--- src/rv_immediates.svh ---
/*
 * Immediate extraction for the I, S, B, U and J instruction formats
 */
`ifndef RV_IMMEDIATES_SVH
`define RV_IMMEDIATES_SVH

function automatic rv32_pkg::rv32_word decode_i_imm(input rv32_pkg::rv32_word instr);
    return {{20{instr[31]}}, instr[31:20]};
endfunction

function automatic rv32_pkg::rv32_word decode_s_imm(input rv32_pkg::rv32_word instr);
    return {{20{instr[31]}}, instr[31:25], instr[11:7]};
endfunction

// Branch offsets are halfword aligned
function automatic rv32_pkg::rv32_word decode_b_imm(input rv32_pkg::rv32_word instr);
    return {{19{instr[31]}}, instr[31], instr[7], instr[30:25], instr[11:8], 1'b0};
endfunction

function automatic rv32_pkg::rv32_word decode_u_imm(input rv32_pkg::rv32_word instr);
    return {instr[31:12], 12'b0};
endfunction

function automatic rv32_pkg::rv32_word decode_j_imm(input rv32_pkg::rv32_word instr);
    return {{11{instr[31]}}, instr[31], instr[19:12], instr[20], instr[30:21], 1'b0};
endfunction

`endif
--- src/rv32_pkg.sv ---
/*
 * Shared types for the RV32I execute slice: words, control enums,
 * pipeline buffer structs, NOP constants and data memory size
 */
`default_nettype none

package rv32_pkg;

    typedef logic [31:0] rv32_word;

    // ADDI x0, x0, 0
    localparam rv32_word RV_NOP = 32'h0000_0013;

    localparam int unsigned DMEM_WORDS = 64;
    localparam int unsigned DMEM_AW    = $clog2(DMEM_WORDS);

    typedef enum logic [2:0] {
        INSTR_R_TYPE,
        INSTR_I_TYPE,
        INSTR_S_TYPE,
        INSTR_B_TYPE,
        INSTR_U_TYPE,
        INSTR_J_TYPE
    } instr_type_t;

    typedef enum logic [2:0] {
        ALU_IN_REG_1,
        ALU_IN_REG_2,
        ALU_IN_PC,
        ALU_IN_IMM,
        ALU_IN_ZERO
    } int_alu_input_t;

    typedef enum logic [3:0] {
        ADD, SUB, SLL, SLT, SLTU, XOR, SRL, SRA, OR, AND,
        PASS2
    } int_alu_op_t;

    typedef enum logic [2:0] {
        BR_NONE, BEQ, BNE, BLT, BGE, BLTU, BGEU, BR_ALWAYS
    } branch_op_t;

    typedef enum logic [1:0] {
        BYPASS_NONE,
        BYPASS_EXEC_BUFF,
        BYPASS_MEM_BUFF
    } bypass_sel_t;

    typedef enum logic [2:0] {
        WB_NONE, WB_PC4, WB_INT_ALU, WB_STORE, WB_LOAD
    } wb_src_t;

    typedef struct packed {
        instr_type_t    t;
        int_alu_input_t int_alu_i1;
        int_alu_input_t int_alu_i2;
        int_alu_op_t    int_alu_op;
        branch_op_t     branch_op;
        bypass_sel_t    bypass_rs1;
        bypass_sel_t    bypass_rs2;
        wb_src_t        wb_result_src;
        logic           mem_write;
        logic           mem_read;
    } decoded_instr_t;

    typedef struct packed {
        rv32_word       instr;
        rv32_word       pc;
        decoded_instr_t decoded_instr;
        rv32_word       reg1;
        rv32_word       reg2;
    } decoded_buffer_data_t;

    typedef struct packed {
        rv32_word       instr;
        rv32_word       pc;
        decoded_instr_t decoded_instr;
        rv32_word       mem_addr;
        rv32_word       wb_result;
    } exec_buffer_data_t;

    typedef struct packed {
        rv32_word       instr;
        rv32_word       pc;
        decoded_instr_t decoded_instr;
        rv32_word       wb_result;
    } mem_buffer_data_t;

    // Control with no side effects at all
    function automatic decoded_instr_t create_nop_ctrl();
        decoded_instr_t c;
        c.t             = INSTR_I_TYPE;
        c.int_alu_i1    = ALU_IN_REG_1;
        c.int_alu_i2    = ALU_IN_IMM;
        c.int_alu_op    = ADD;
        c.branch_op     = BR_NONE;
        c.bypass_rs1    = BYPASS_NONE;
        c.bypass_rs2    = BYPASS_NONE;
        c.wb_result_src = WB_NONE;
        c.mem_write     = 1'b0;
        c.mem_read      = 1'b0;
        return c;
    endfunction

endpackage

`default_nettype wire

--- src/rv32_exec_top.sv ---
/*
 * Execute slice top: execute stage feeding the memory stage,
 * memory buffer looped back for forwarding
 */
`timescale 1ns/10ps
`default_nettype none

module rv32_exec_top (
    input  wire                                  clk,
    input  wire                                  resetn,
    input  wire rv32_pkg::decoded_buffer_data_t  decoded_data,
    output logic                                 do_jump,
    output rv32_pkg::rv32_word                   jump_addr,
    output rv32_pkg::mem_buffer_data_t           mem_buff
);

    rv32_pkg::exec_buffer_data_t exec_data;

    rv32_exec_stage u_exec_stage (
        .clk          (clk),
        .resetn       (resetn),
        .decoded_data (decoded_data),
        .exec_data    (exec_data),
        .do_jump      (do_jump),
        .jump_addr    (jump_addr),
        // Second forwarding source
        .mem_buff     (mem_buff)
    );

    rv32_mem_stage u_mem_stage (
        .clk       (clk),
        .resetn    (resetn),
        .exec_data (exec_data),
        .mem_buff  (mem_buff)
    );

endmodule

`default_nettype wire

--- src/rv32_mem_stage.sv ---
/*
 * Memory stage: word data memory and the memory buffer register
 */
`timescale 1ns/10ps
`default_nettype none

module rv32_mem_stage (
    input  wire                               clk,
    input  wire                               resetn,
    input  wire rv32_pkg::exec_buffer_data_t  exec_data,
    output rv32_pkg::mem_buffer_data_t        mem_buff
);

    rv32_pkg::rv32_word           dmem [rv32_pkg::DMEM_WORDS];
    logic [rv32_pkg::DMEM_AW-1:0] word_idx;
    rv32_pkg::rv32_word           rd_word;
    logic                         wr_en;

    // Word granular, wraps at the memory depth
    assign word_idx = exec_data.mem_addr[2 +: rv32_pkg::DMEM_AW];
    assign rd_word  = dmem[word_idx];
    assign wr_en    = resetn && exec_data.decoded_instr.mem_write;

    always_ff @(posedge clk) begin
        if (wr_en) begin
            dmem[word_idx] <= exec_data.wb_result;
        end
    end

    always_ff @(posedge clk) begin
        if (!resetn) begin
            mem_buff.instr         <= rv32_pkg::RV_NOP;
            mem_buff.pc            <= '0;
            mem_buff.decoded_instr <= rv32_pkg::create_nop_ctrl();
            mem_buff.wb_result     <= '0;
        end else begin
            mem_buff.instr         <= exec_data.instr;
            mem_buff.pc            <= exec_data.pc;
            mem_buff.decoded_instr <= exec_data.decoded_instr;
            if (exec_data.decoded_instr.wb_result_src == rv32_pkg::WB_LOAD) begin
                mem_buff.wb_result <= rd_word;
            end else begin
                mem_buff.wb_result <= exec_data.wb_result;
            end
        end
    end

endmodule

`default_nettype wire

--- src/rv32_exec_stage.sv ---
/*
 * Execute stage: operand forwarding, immediates, ALU, branch
 * resolution and the execute buffer register
 */
`timescale 1ns/10ps
`default_nettype none

module rv32_exec_stage (
    input  wire                                  clk,
    input  wire                                  resetn,
    input  wire rv32_pkg::decoded_buffer_data_t  decoded_data,
    output rv32_pkg::exec_buffer_data_t          exec_data,
    output logic                                 do_jump,
    output rv32_pkg::rv32_word                   jump_addr,
    input  wire rv32_pkg::mem_buffer_data_t      mem_buff
);

    `include "rv_immediates.svh"

    function automatic rv32_pkg::rv32_word operand_mux(
        input rv32_pkg::int_alu_input_t sel,
        input rv32_pkg::rv32_word       rs1,
        input rv32_pkg::rv32_word       rs2,
        input rv32_pkg::rv32_word       pc,
        input rv32_pkg::rv32_word       imm
    );
        rv32_pkg::rv32_word val;
        case (sel)
            rv32_pkg::ALU_IN_REG_1: val = rs1;
            rv32_pkg::ALU_IN_REG_2: val = rs2;
            rv32_pkg::ALU_IN_PC:    val = pc;
            rv32_pkg::ALU_IN_IMM:   val = imm;
            default:                val = '0;
        endcase
        return val;
    endfunction

    rv32_pkg::decoded_instr_t    ctrl;
    rv32_pkg::rv32_word          rs1_val;
    rv32_pkg::rv32_word          rs2_val;
    rv32_pkg::rv32_word          imm;
    rv32_pkg::rv32_word          alu_op1;
    rv32_pkg::rv32_word          alu_op2;
    rv32_pkg::rv32_word          alu_result;
    rv32_pkg::rv32_word          wb_value;

    assign ctrl = decoded_data.decoded_instr;

    // Forwarding from the execute and memory buffers
    always_comb begin
        case (ctrl.bypass_rs1)
            rv32_pkg::BYPASS_EXEC_BUFF: rs1_val = exec_data.wb_result;
            rv32_pkg::BYPASS_MEM_BUFF:  rs1_val = mem_buff.wb_result;
            default:                    rs1_val = decoded_data.reg1;
        endcase
        case (ctrl.bypass_rs2)
            rv32_pkg::BYPASS_EXEC_BUFF: rs2_val = exec_data.wb_result;
            rv32_pkg::BYPASS_MEM_BUFF:  rs2_val = mem_buff.wb_result;
            default:                    rs2_val = decoded_data.reg2;
        endcase
    end

    always_comb begin
        case (ctrl.t)
            rv32_pkg::INSTR_I_TYPE: imm = decode_i_imm(decoded_data.instr);
            rv32_pkg::INSTR_S_TYPE: imm = decode_s_imm(decoded_data.instr);
            rv32_pkg::INSTR_B_TYPE: imm = decode_b_imm(decoded_data.instr);
            rv32_pkg::INSTR_U_TYPE: imm = decode_u_imm(decoded_data.instr);
            rv32_pkg::INSTR_J_TYPE: imm = decode_j_imm(decoded_data.instr);
            default:                imm = '0;
        endcase
    end

    assign alu_op1 = operand_mux(ctrl.int_alu_i1, rs1_val, rs2_val, decoded_data.pc, imm);
    assign alu_op2 = operand_mux(ctrl.int_alu_i2, rs1_val, rs2_val, decoded_data.pc, imm);

    rv32_int_alu u_int_alu (
        .op1    (alu_op1),
        .op2    (alu_op2),
        .opsel  (ctrl.int_alu_op),
        .result (alu_result)
    );

    // Conditions compare the forwarded registers, target comes from the ALU
    rv32_branch_unit u_branch_unit (
        .op1       (rs1_val),
        .op2       (rs2_val),
        .branch_op (ctrl.branch_op),
        .do_branch (do_jump)
    );

    assign jump_addr = alu_result;

    // Load data is filled in by the memory stage
    always_comb begin
        case (ctrl.wb_result_src)
            rv32_pkg::WB_PC4:     wb_value = decoded_data.pc + 32'd4;
            rv32_pkg::WB_INT_ALU: wb_value = alu_result;
            rv32_pkg::WB_STORE:   wb_value = rs2_val;
            default:              wb_value = '0;
        endcase
    end

    always_ff @(posedge clk) begin
        if (!resetn) begin
            exec_data.instr         <= rv32_pkg::RV_NOP;
            exec_data.pc            <= '0;
            exec_data.decoded_instr <= rv32_pkg::create_nop_ctrl();
            exec_data.mem_addr      <= '0;
            exec_data.wb_result     <= '0;
        end else begin
            exec_data.instr         <= decoded_data.instr;
            exec_data.pc            <= decoded_data.pc;
            exec_data.decoded_instr <= ctrl;
            exec_data.mem_addr      <= alu_result;
            exec_data.wb_result     <= wb_value;
        end
    end

endmodule

`default_nettype wire

--- src/rv32_branch_unit.sv ---
/*
 * Branch condition evaluation, jumps included
 */
`timescale 1ns/10ps
`default_nettype none

module rv32_branch_unit (
    input  wire rv32_pkg::rv32_word   op1,
    input  wire rv32_pkg::rv32_word   op2,
    input  wire rv32_pkg::branch_op_t branch_op,
    output logic                      do_branch
);

    always_comb begin
        case (branch_op)
            rv32_pkg::BEQ:       do_branch = (op1 == op2);
            rv32_pkg::BNE:       do_branch = (op1 != op2);
            rv32_pkg::BLT:       do_branch = ($signed(op1) < $signed(op2));
            rv32_pkg::BGE:       do_branch = ($signed(op1) >= $signed(op2));
            rv32_pkg::BLTU:      do_branch = (op1 < op2);
            rv32_pkg::BGEU:      do_branch = (op1 >= op2);
            rv32_pkg::BR_ALWAYS: do_branch = 1'b1;
            default:             do_branch = 1'b0;
        endcase
    end

endmodule

`default_nettype wire

--- src/rv32_int_alu.sv ---
/*
 * Combinational RV32I integer ALU
 */
`timescale 1ns/10ps
`default_nettype none

module rv32_int_alu (
    input  wire rv32_pkg::rv32_word    op1,
    input  wire rv32_pkg::rv32_word    op2,
    input  wire rv32_pkg::int_alu_op_t opsel,
    output rv32_pkg::rv32_word         result
);

    logic [4:0] shamt;

    assign shamt = op2[4:0];

    always_comb begin
        case (opsel)
            rv32_pkg::ADD:   result = op1 + op2;
            rv32_pkg::SUB:   result = op1 - op2;
            rv32_pkg::SLL:   result = op1 << shamt;
            rv32_pkg::SLT:   result = {31'b0, $signed(op1) < $signed(op2)};
            rv32_pkg::SLTU:  result = {31'b0, op1 < op2};
            rv32_pkg::XOR:   result = op1 ^ op2;
            rv32_pkg::SRL:   result = op1 >> shamt;
            rv32_pkg::SRA:   result = $unsigned($signed(op1) >>> shamt);
            rv32_pkg::OR:    result = op1 | op2;
            rv32_pkg::AND:   result = op1 & op2;
            // LUI
            rv32_pkg::PASS2: result = op2;
            default:         result = '0;
        endcase
    end

endmodule

`default_nettype wire

--- config.mk ---
export PLATFORM = sky130hd
export DESIGN_NAME = rv32_exec_top
export DESIGN_NICKNAME = d
export VERILOG_FILES = /design/src/rv32_pkg.sv /design/src/rv32_exec_top.sv /design/src/rv32_mem_stage.sv /design/src/rv32_exec_stage.sv /design/src/rv32_branch_unit.sv /design/src/rv32_int_alu.sv
export VERILOG_INCLUDE_DIRS = /design/src
export SDC_FILE = /design/constraint.sdc
export NUM_CORES = 2
export LEC_CHECK = 0
export ABC_AREA = 1
export BUFFER_PORTS_ARGS = -buffer_cell sky130_fd_sc_hd__buf_2
export CAP_MARGIN = 30
export CORE_UTILIZATION = 40
export CTS_CLUSTER_DIAMETER = 80
export CTS_CLUSTER_SIZE = 30
export DETAILED_ROUTE_END_ITERATION = 6
export REMOVE_ABC_BUFFERS = 1
export SETUP_SLACK_MARGIN = 0.15
export SYNTH_ARGS = -nofsm -noshare
export SYNTH_HDL_FRONTEND = slang
export SYNTH_SLANG_ARGS = --single-unit
--- constraint.sdc ---
create_clock -name clk -period 4.99 [get_ports clk]
set_input_delay 0 -clock clk [delete_from_list [all_inputs] [get_ports clk]]
set_output_delay 0 -clock clk [all_outputs]
set_load 0.05 [all_outputs]
# --- Yosys cells after proc, flatten, opt, wreduce, memory -nomap -nowiden ---
# Memory sizes are Yosys's and may differ from the RTL's. A register that Yosys moved wholly into a read port is not among the register bits.
# Cells that the tools add are included.
classes:
  add_sub_neg: 3
  n_lt_le_gt_ge: 6
  eq_ne: 38
  shift: 3
  mux: 12
  bitwise_logic: 3
  reduce_logical: 4
op_table:
  columns: ["operator", "count"]
  rows:
  - ["32-bit one-hot mux with 11 select lines", 1]
  - ["32-bit one-hot mux with 4 select lines", 2]
  - ["32-bit one-hot mux with 5 select lines", 1]
  - ["32-bit less-than comparator", 4]
  - ["32-bit one-hot mux with 2 select lines", 2]
  - ["32-bit one-hot mux with 3 select lines", 1]
  - ["32-bit >= comparator", 2]
  - ["32-bit by 3-bit adder with 32-bit output, second input constant", 1]
  - ["32-bit adder", 1]
  - ["32-bit AND", 1]
  - ["32-bit == test", 1]
  - ["32-bit two-way mux", 1]
  - ["32-bit inequality test", 1]
  - ["32-bit bitwise OR", 1]
  - ["32-bit by 5-bit << shifter with 32-bit output", 1]
  - ["32-bit by 5-bit right shift with 32-bit output", 1]
  - ["32-bit by 5-bit >>> shifter with 32-bit output", 1]
  - ["32-bit subtractor", 1]
  - ["32-bit bitwise XOR", 1]
  - ["3-bit by 2-bit == test with 1-bit output, second input constant", 10]
  - ["3-bit == test, second input constant", 7]
  - ["4-bit by 3-bit == test with 1-bit output, second input constant", 4]
  - ["3-bit by 1-bit == test with 1-bit output, second input constant", 5]
  - ["4-bit == test, second input constant", 3]
  - ["10 further kinds", 15]
totals:
  ff_bits: 250
  ram_bits: 2048
  inputBits: 155
  out_inout_bits: 154
  word_cells: 97
  memories: 1
mem_list:
  columns: ["memory", "words", "width", "rd", "rd_clocked_by_memory_dff", "write_ports", "line_no", "rtl"]
  rows:
  - ["u_mem_stage.dmem", 64, 32, 1, 1, 1, "rv32_mem_stage.sv:14", "rv32_pkg::rv32_word dmem [rv32_pkg::DMEM_WORDS];"]

# --- Longest topological paths before layout ---
depth:
  ltp_word: 6
  ltp_mapped: 30
  mapped_depth_nobuf: 27

# --- By module ---
# Synthesis repeated with hierarchy kept, for this count alone.
unflattened:
  hier_cells: 12636
  hier_area_um2: 109911.7
by_module_without_submodules:
  columns: ["mod", "instances", "cells_per_inst", "area_each_um2", "seq_area_each_um2"]
  rows:
  - ["rv32_mem_stage", 1, 8849, 89580.9, 63921.3]
  - ["rv32_int_alu", 1, 2164, 10402.5, 0.0]
  - ["rv32_exec_stage", 1, 1460, 8916.1, 3062.9]
  - ["rv32_branch_unit", 1, 163, 1012.2, 0.0]

# --- Least setup slack after synthesis ---
# OpenSTA, ideal clock, no wires.
synth_timing:
  kind: "register to register"
  startpoint: "register, netlist name u_exec_stage.exec_data[0]"
  endpoint: "register, netlist name u_exec_stage.exec_data[26]"
  setup_ps: 128
  t_arrival_ps: 4447
  required_ps: 4862
  setup_slack_ps: 415
  stages_incl_launch_ff: 23
  n_path_buf: 1
  synth_period_minus_slack_ps: 4575
  path_cell_list: "dfxtp_1 nand2_1 nand3_1 nand3_2 nand4_4 buf_2 ha_1 inv_1 fa_1 inv_1 nand2_1 a21oi_1 nand3_1 nand3_1 inv_1 o21ai_1 nand3_1 a21oi_1 nor2_1 a21oi_1 nand3_1 a21oi_1 nor2_1"
synth_between:
  elab_chain_len: 5
  elab_cells_between_ends: 11
  cone_classes: "add/sub: 2; shift: 3; mux: 6"
synth_lines:
  columns: ["item", "line_no", "rtl"]
  rows:
  - ["32-bit one-hot mux with 2 select lines, on equally long branches", "rv32_exec_stage.sv:56, rv32_exec_stage.sv:51", null]
  - ["32-bit one-hot mux with 4 select lines", "rv32_exec_stage.sv:28", "case (sel)"]
  - ["32-bit subtractor (tied with other cells)", "rv32_int_alu.sv:21", "rv32_pkg::SUB: result = op1 - op2;"]
  - ["32-bit one-hot mux with 11 select lines *", "rv32_int_alu.sv:19", "case (opsel)"]
  - ["net jump_addr[26]", "rv32_exec_top.sv:13", "output rv32_pkg::rv32_word jump_addr,"]
  - ["32-bit one-hot mux with 3 select lines *", "rv32_exec_stage.sv:96", "case (ctrl.wb_result_src)"]
# Mark *: on every way through the listed nets, which the timed path passes. The rest lies on a longest branch.
# A chain may end at the register's enable or synchronous reset.

# --- Worst setup path after layout ---
layout_timing:
  startpoint: "register, netlist name u_mem_stage.mem_buff[0]"
  endpoint: "output jump_addr[24]"
layout_between:
  elab_chain_len: 4
  elab_cells_between_ends: 10
  cone_classes: "add/sub: 2; shift: 3; mux: 5"
layout_lines:
  columns: ["item", "line_no"]
  rows:
  - ["32-bit one-hot mux with 2 select lines, on equally long branches", "rv32_exec_stage.sv:56, rv32_exec_stage.sv:51"]
  - ["32-bit one-hot mux with 4 select lines", "rv32_exec_stage.sv:28"]
  - ["32-bit subtractor (tied with other cells)", "rv32_int_alu.sv:21"]
  - ["32-bit one-hot mux with 11 select lines *", "rv32_int_alu.sv:19"]
  - ["end: declaration", "rv32_exec_top.sv:13"]
# Every way passes the cells marked *; elsewhere a longest branch is shown, timed or not.

==> flow_summary_export.csv <==
group,metric,value,unit
die,dieArea,245500,um^2
global_route,globalRouteTotalUtil,32.58,%
setup_path,crit_required,4.99,ns
final_layout,fin_nets,9479,
timing,whs,0.04520,ns
global_route,grt_pass1_vias,69326,
min_path,hp-class,"in -> reg",
min_path,hold_start,"decoded_data[83]",
place,dpl_cell_area,107500,um^2
power,pwr_density_cell,355.0,nW/um^2
timing,rsz0062_at_grt,"true",
cts,htree_levels,3,
logic_synthesis,ys_async_sr_fraction,0,%
setup_path,rr_startpoint,"u_exec_stage.exec_data[36]",
setup_path,cp-start-kind,"register",
die,die_w,495.5,um
setup_path,r2r-end,"u_mem_stage.mem_buff[13]",
setup_path,arrival,4.83,ns
run_status,status,"complete, but fails checks",
timing,worst_pin_slew,1.109,ns
logic_synthesis,yosysSeqAreaShare,68.23,%
routing,drtPass1Iterations,7,
logic_synthesis,yosys_warnings,0,
timing,layout_setup_ws,0.1604,ns
logic_synthesis,yosysMostFrequentCell,"edfxtp_1",
run_status,violations,"design-rule violations",
cts,cts_inserted_buffers,111,
timing,finalHoldViolations,0,
setup_path,crit_type,"reg -> out",
routing,wl_per_cell,32.82,um
power,peakVddDrop,322.1,uV
setup_path,end_kind,"output port",
routing,routed_wl,408800,um
cts,cts_tree,"built",
cts,cts_max_path_buffers,3,
routing,num_vias,74407,
routing,antenna_left,0,
global_route,grt_antenna_before_repair,45,
power,finalPower,40.58,mW
logic_synthesis,synth_area,97410,um^2
place,gp_congestion,0.9976,
place,dpl.hpwl,278300,um
die,coreArea,241200,um^2
timing,fin_skew,0.1007,ns
logic_synthesis,ys_ff_latch,2296,
place,portBuffers,308,
setup_path,reg2regPathDepth,12,
die,start_util,40.39,%
final_layout,layout-drive-gt1-share,17.68,%
run,max-cap-violations,0,
timing,timing.fmax,207.1,MHz
die,ios,309,
cts,clkSlewWorstSetupHoldPaths,0.11,ns
timing,relSlewSlack,26.09,%
logic_synthesis,yosys-top-cells-area,"edfxtp_1 (63%), nand2_1 (7.8%), dfxtp_1 (5.1%), nand3_1 (3.1%), a22oi_1 (2.5%)",
final_layout,area_growth,17.34,%
cts,cts_sinks,2296,
cts,root_buffer,"clkbuf_16",
setup_path,crit_path_max_fanout,20,
logic_synthesis,synth_top_area_share,63.13,%
min_path,min_to,"u_exec_stage.exec_data[83]",
timing,period_share,96.78,%
power,p_leak,39.49,nW
logic_synthesis,synth_cell_types,67,
cts,clock_latency,0.86,ns
logic_synthesis,synth_cells,8355,
routing,drc,4,
timing,setup_viol,0,
routing,via_per_inst,5.975,
final_layout,finalInstanceArea,114300,um^2
logic_synthesis,synth_area_leader_cell,"edfxtp_1",
die,rows,180,
setup_path,rrSetupSlack,0.85,ns
logic_synthesis,ys.flop_type,"edfxtp_1",
global_route,overflow,0,
min_path,hold_depth,4,
timing,drv_slew,0,
die,die_h,495.5,um
logic_synthesis,syn_area_per_cell,11.66,um^2
global_route,grt_max_degree,93,
logic_synthesis,synth_common_cells,"edfxtp_1 (2048), nand2_1 (2037), nand3_1 (602), inv_1 (562), nor2_1 (368)",
global_route,grt_pass1_wl,557100,um
logic_synthesis,synth_edf_count,2048,
place,place_ws,-0.1332,ns
timing,fin_crit,4.830,ns
routing,first_iter_violations,11236,
repair_timing:
| item | CTS | global route |
|---|---|---|
| hold endpoints to repair | 149 | 0 |
| buffers inserted | 9 | 20 |
| resized for setup | 138 | 165 |
| setup endpoints to repair | 33 | 27 |
| pin swaps | 20 | 31 |
| hold buffers | 155 | 0 |
layout make-up:
| class | count | area, um^2 |
|---|---|---|
| inverters | 593 | 2285 |
| repair buffers | 1150 | 9279 |
| clock buffers | 123 | 2875 |
| clock inverters | 67 | 1065 |
| multi-input cells | 5034 | 28220 |
| fillers | 21529 | 126900 |
| diodes | 6 | 15.01 |
| flip-flops and latches | 2296 | 66580 |
| well taps | 3185 | 3985 |
stage by stage:
stage / instances / setup TNS [ns] / utilization (%)
after global routing: 12451 / 0 / 47.39
after global placement: 12067 / -1.562 / 44.52
after floorplan: 7923 / -5538.40 / -
after detailed placement: 12073 / -0.6048 / 44.57
after CTS: 12427 / 0 / 47.05
final: 12454 / 0 / 47.39
state kept, by name, indices dropped and copies added (netlist names):
name / count
u_mem_stage.dmem: 2048
u_exec_stage.exec_data: 127
u_mem_stage.mem_buff: 121
cell families (layout without fill, tap and decap cells):
kind of cell,Yosys count,in the layout,share of synthesized area (%)
simple gates,3531,3531,15.88
flops,2296,2296,68.23
compound gates,1359,1359,9.800
buf+inv,1025,1933,4.246
fa+ha+maj,138,138,1.788
xor+xnor,6,6,0.05394
other cells,0,6,0
placed cells by master (no fill, tap or decap), drive strengths merged, types with 220 or more instances in the layout:
cell type | synthesis | layout
a21oi | 257 | 257
a221oi | 220 | 220
a22oi | 319 | 319
buf | 191 | 993
dfxtp | 248 | 248
edfxtp | 2048 | 2048
inv | 584 | 606
nand2 | 2059 | 2059
nand3 | 620 | 620
nand4 | 310 | 310
nor2 | 392 | 392
worst max path at each step:
stage	depth (start not counted)	slack, ns	from	end
3_3_place_gp	27	-0.22	decoded_data[71]	u_exec_stage.exec_data[14]
6_report	19	0.16	u_mem_stage.mem_buff[0]	jump_addr[24]
5_1_grt	25	0.11	decoded_data[152]	jump_addr[30]
3_5_place_dp	28	-0.13	decoded_data[71]	u_exec_stage.exec_data[14]
4_1_cts	26	0.12	u_mem_stage.mem_buff[9]	jump_addr[24]
2_1_floorplan	4	-12.82	u_exec_stage.exec_data[34]	u_mem_stage.dmem[33][0]
layer usage:
layer	track usage, %	wire (um)	share of wire, %
met5	0	181	0.044
met4	11.64	16380	4.0
met3	7.470	44510	11
met2	49.47	179700	44
met1	45.61	168000	41
where the power goes:
group | switching, mW | leakage (nW) | internal, mW
clock network | 6.68 | 1.87 | 4.74
logic | 5.57 | 20.2 | 2.47
registers | 0.117 | 17.4 | 21.0
total | 12.4 | 39.5 | 28.2
critical path, cell delays in order (launching register included):
cell     delay (ns)
dfxtp_4        0.42
nand2_1        0.09
nand3_2        0.07
buf_4          0.16
nand3_4        0.09
nand2_1        0.09
nor2_4         0.42
buf_4          0.44
nand2_1        0.26
nand3_1        0.17
nand2_1        0.08
nand2_1        0.08
nand3_1        0.08
nand2_1        0.15
nand2_1        0.07
nand2_1        0.32
nand4_1        0.36
buf_4          0.27
buf_4          0.15
buf_6          0.15
Note: power is estimated with default switching activity, not from simulation.
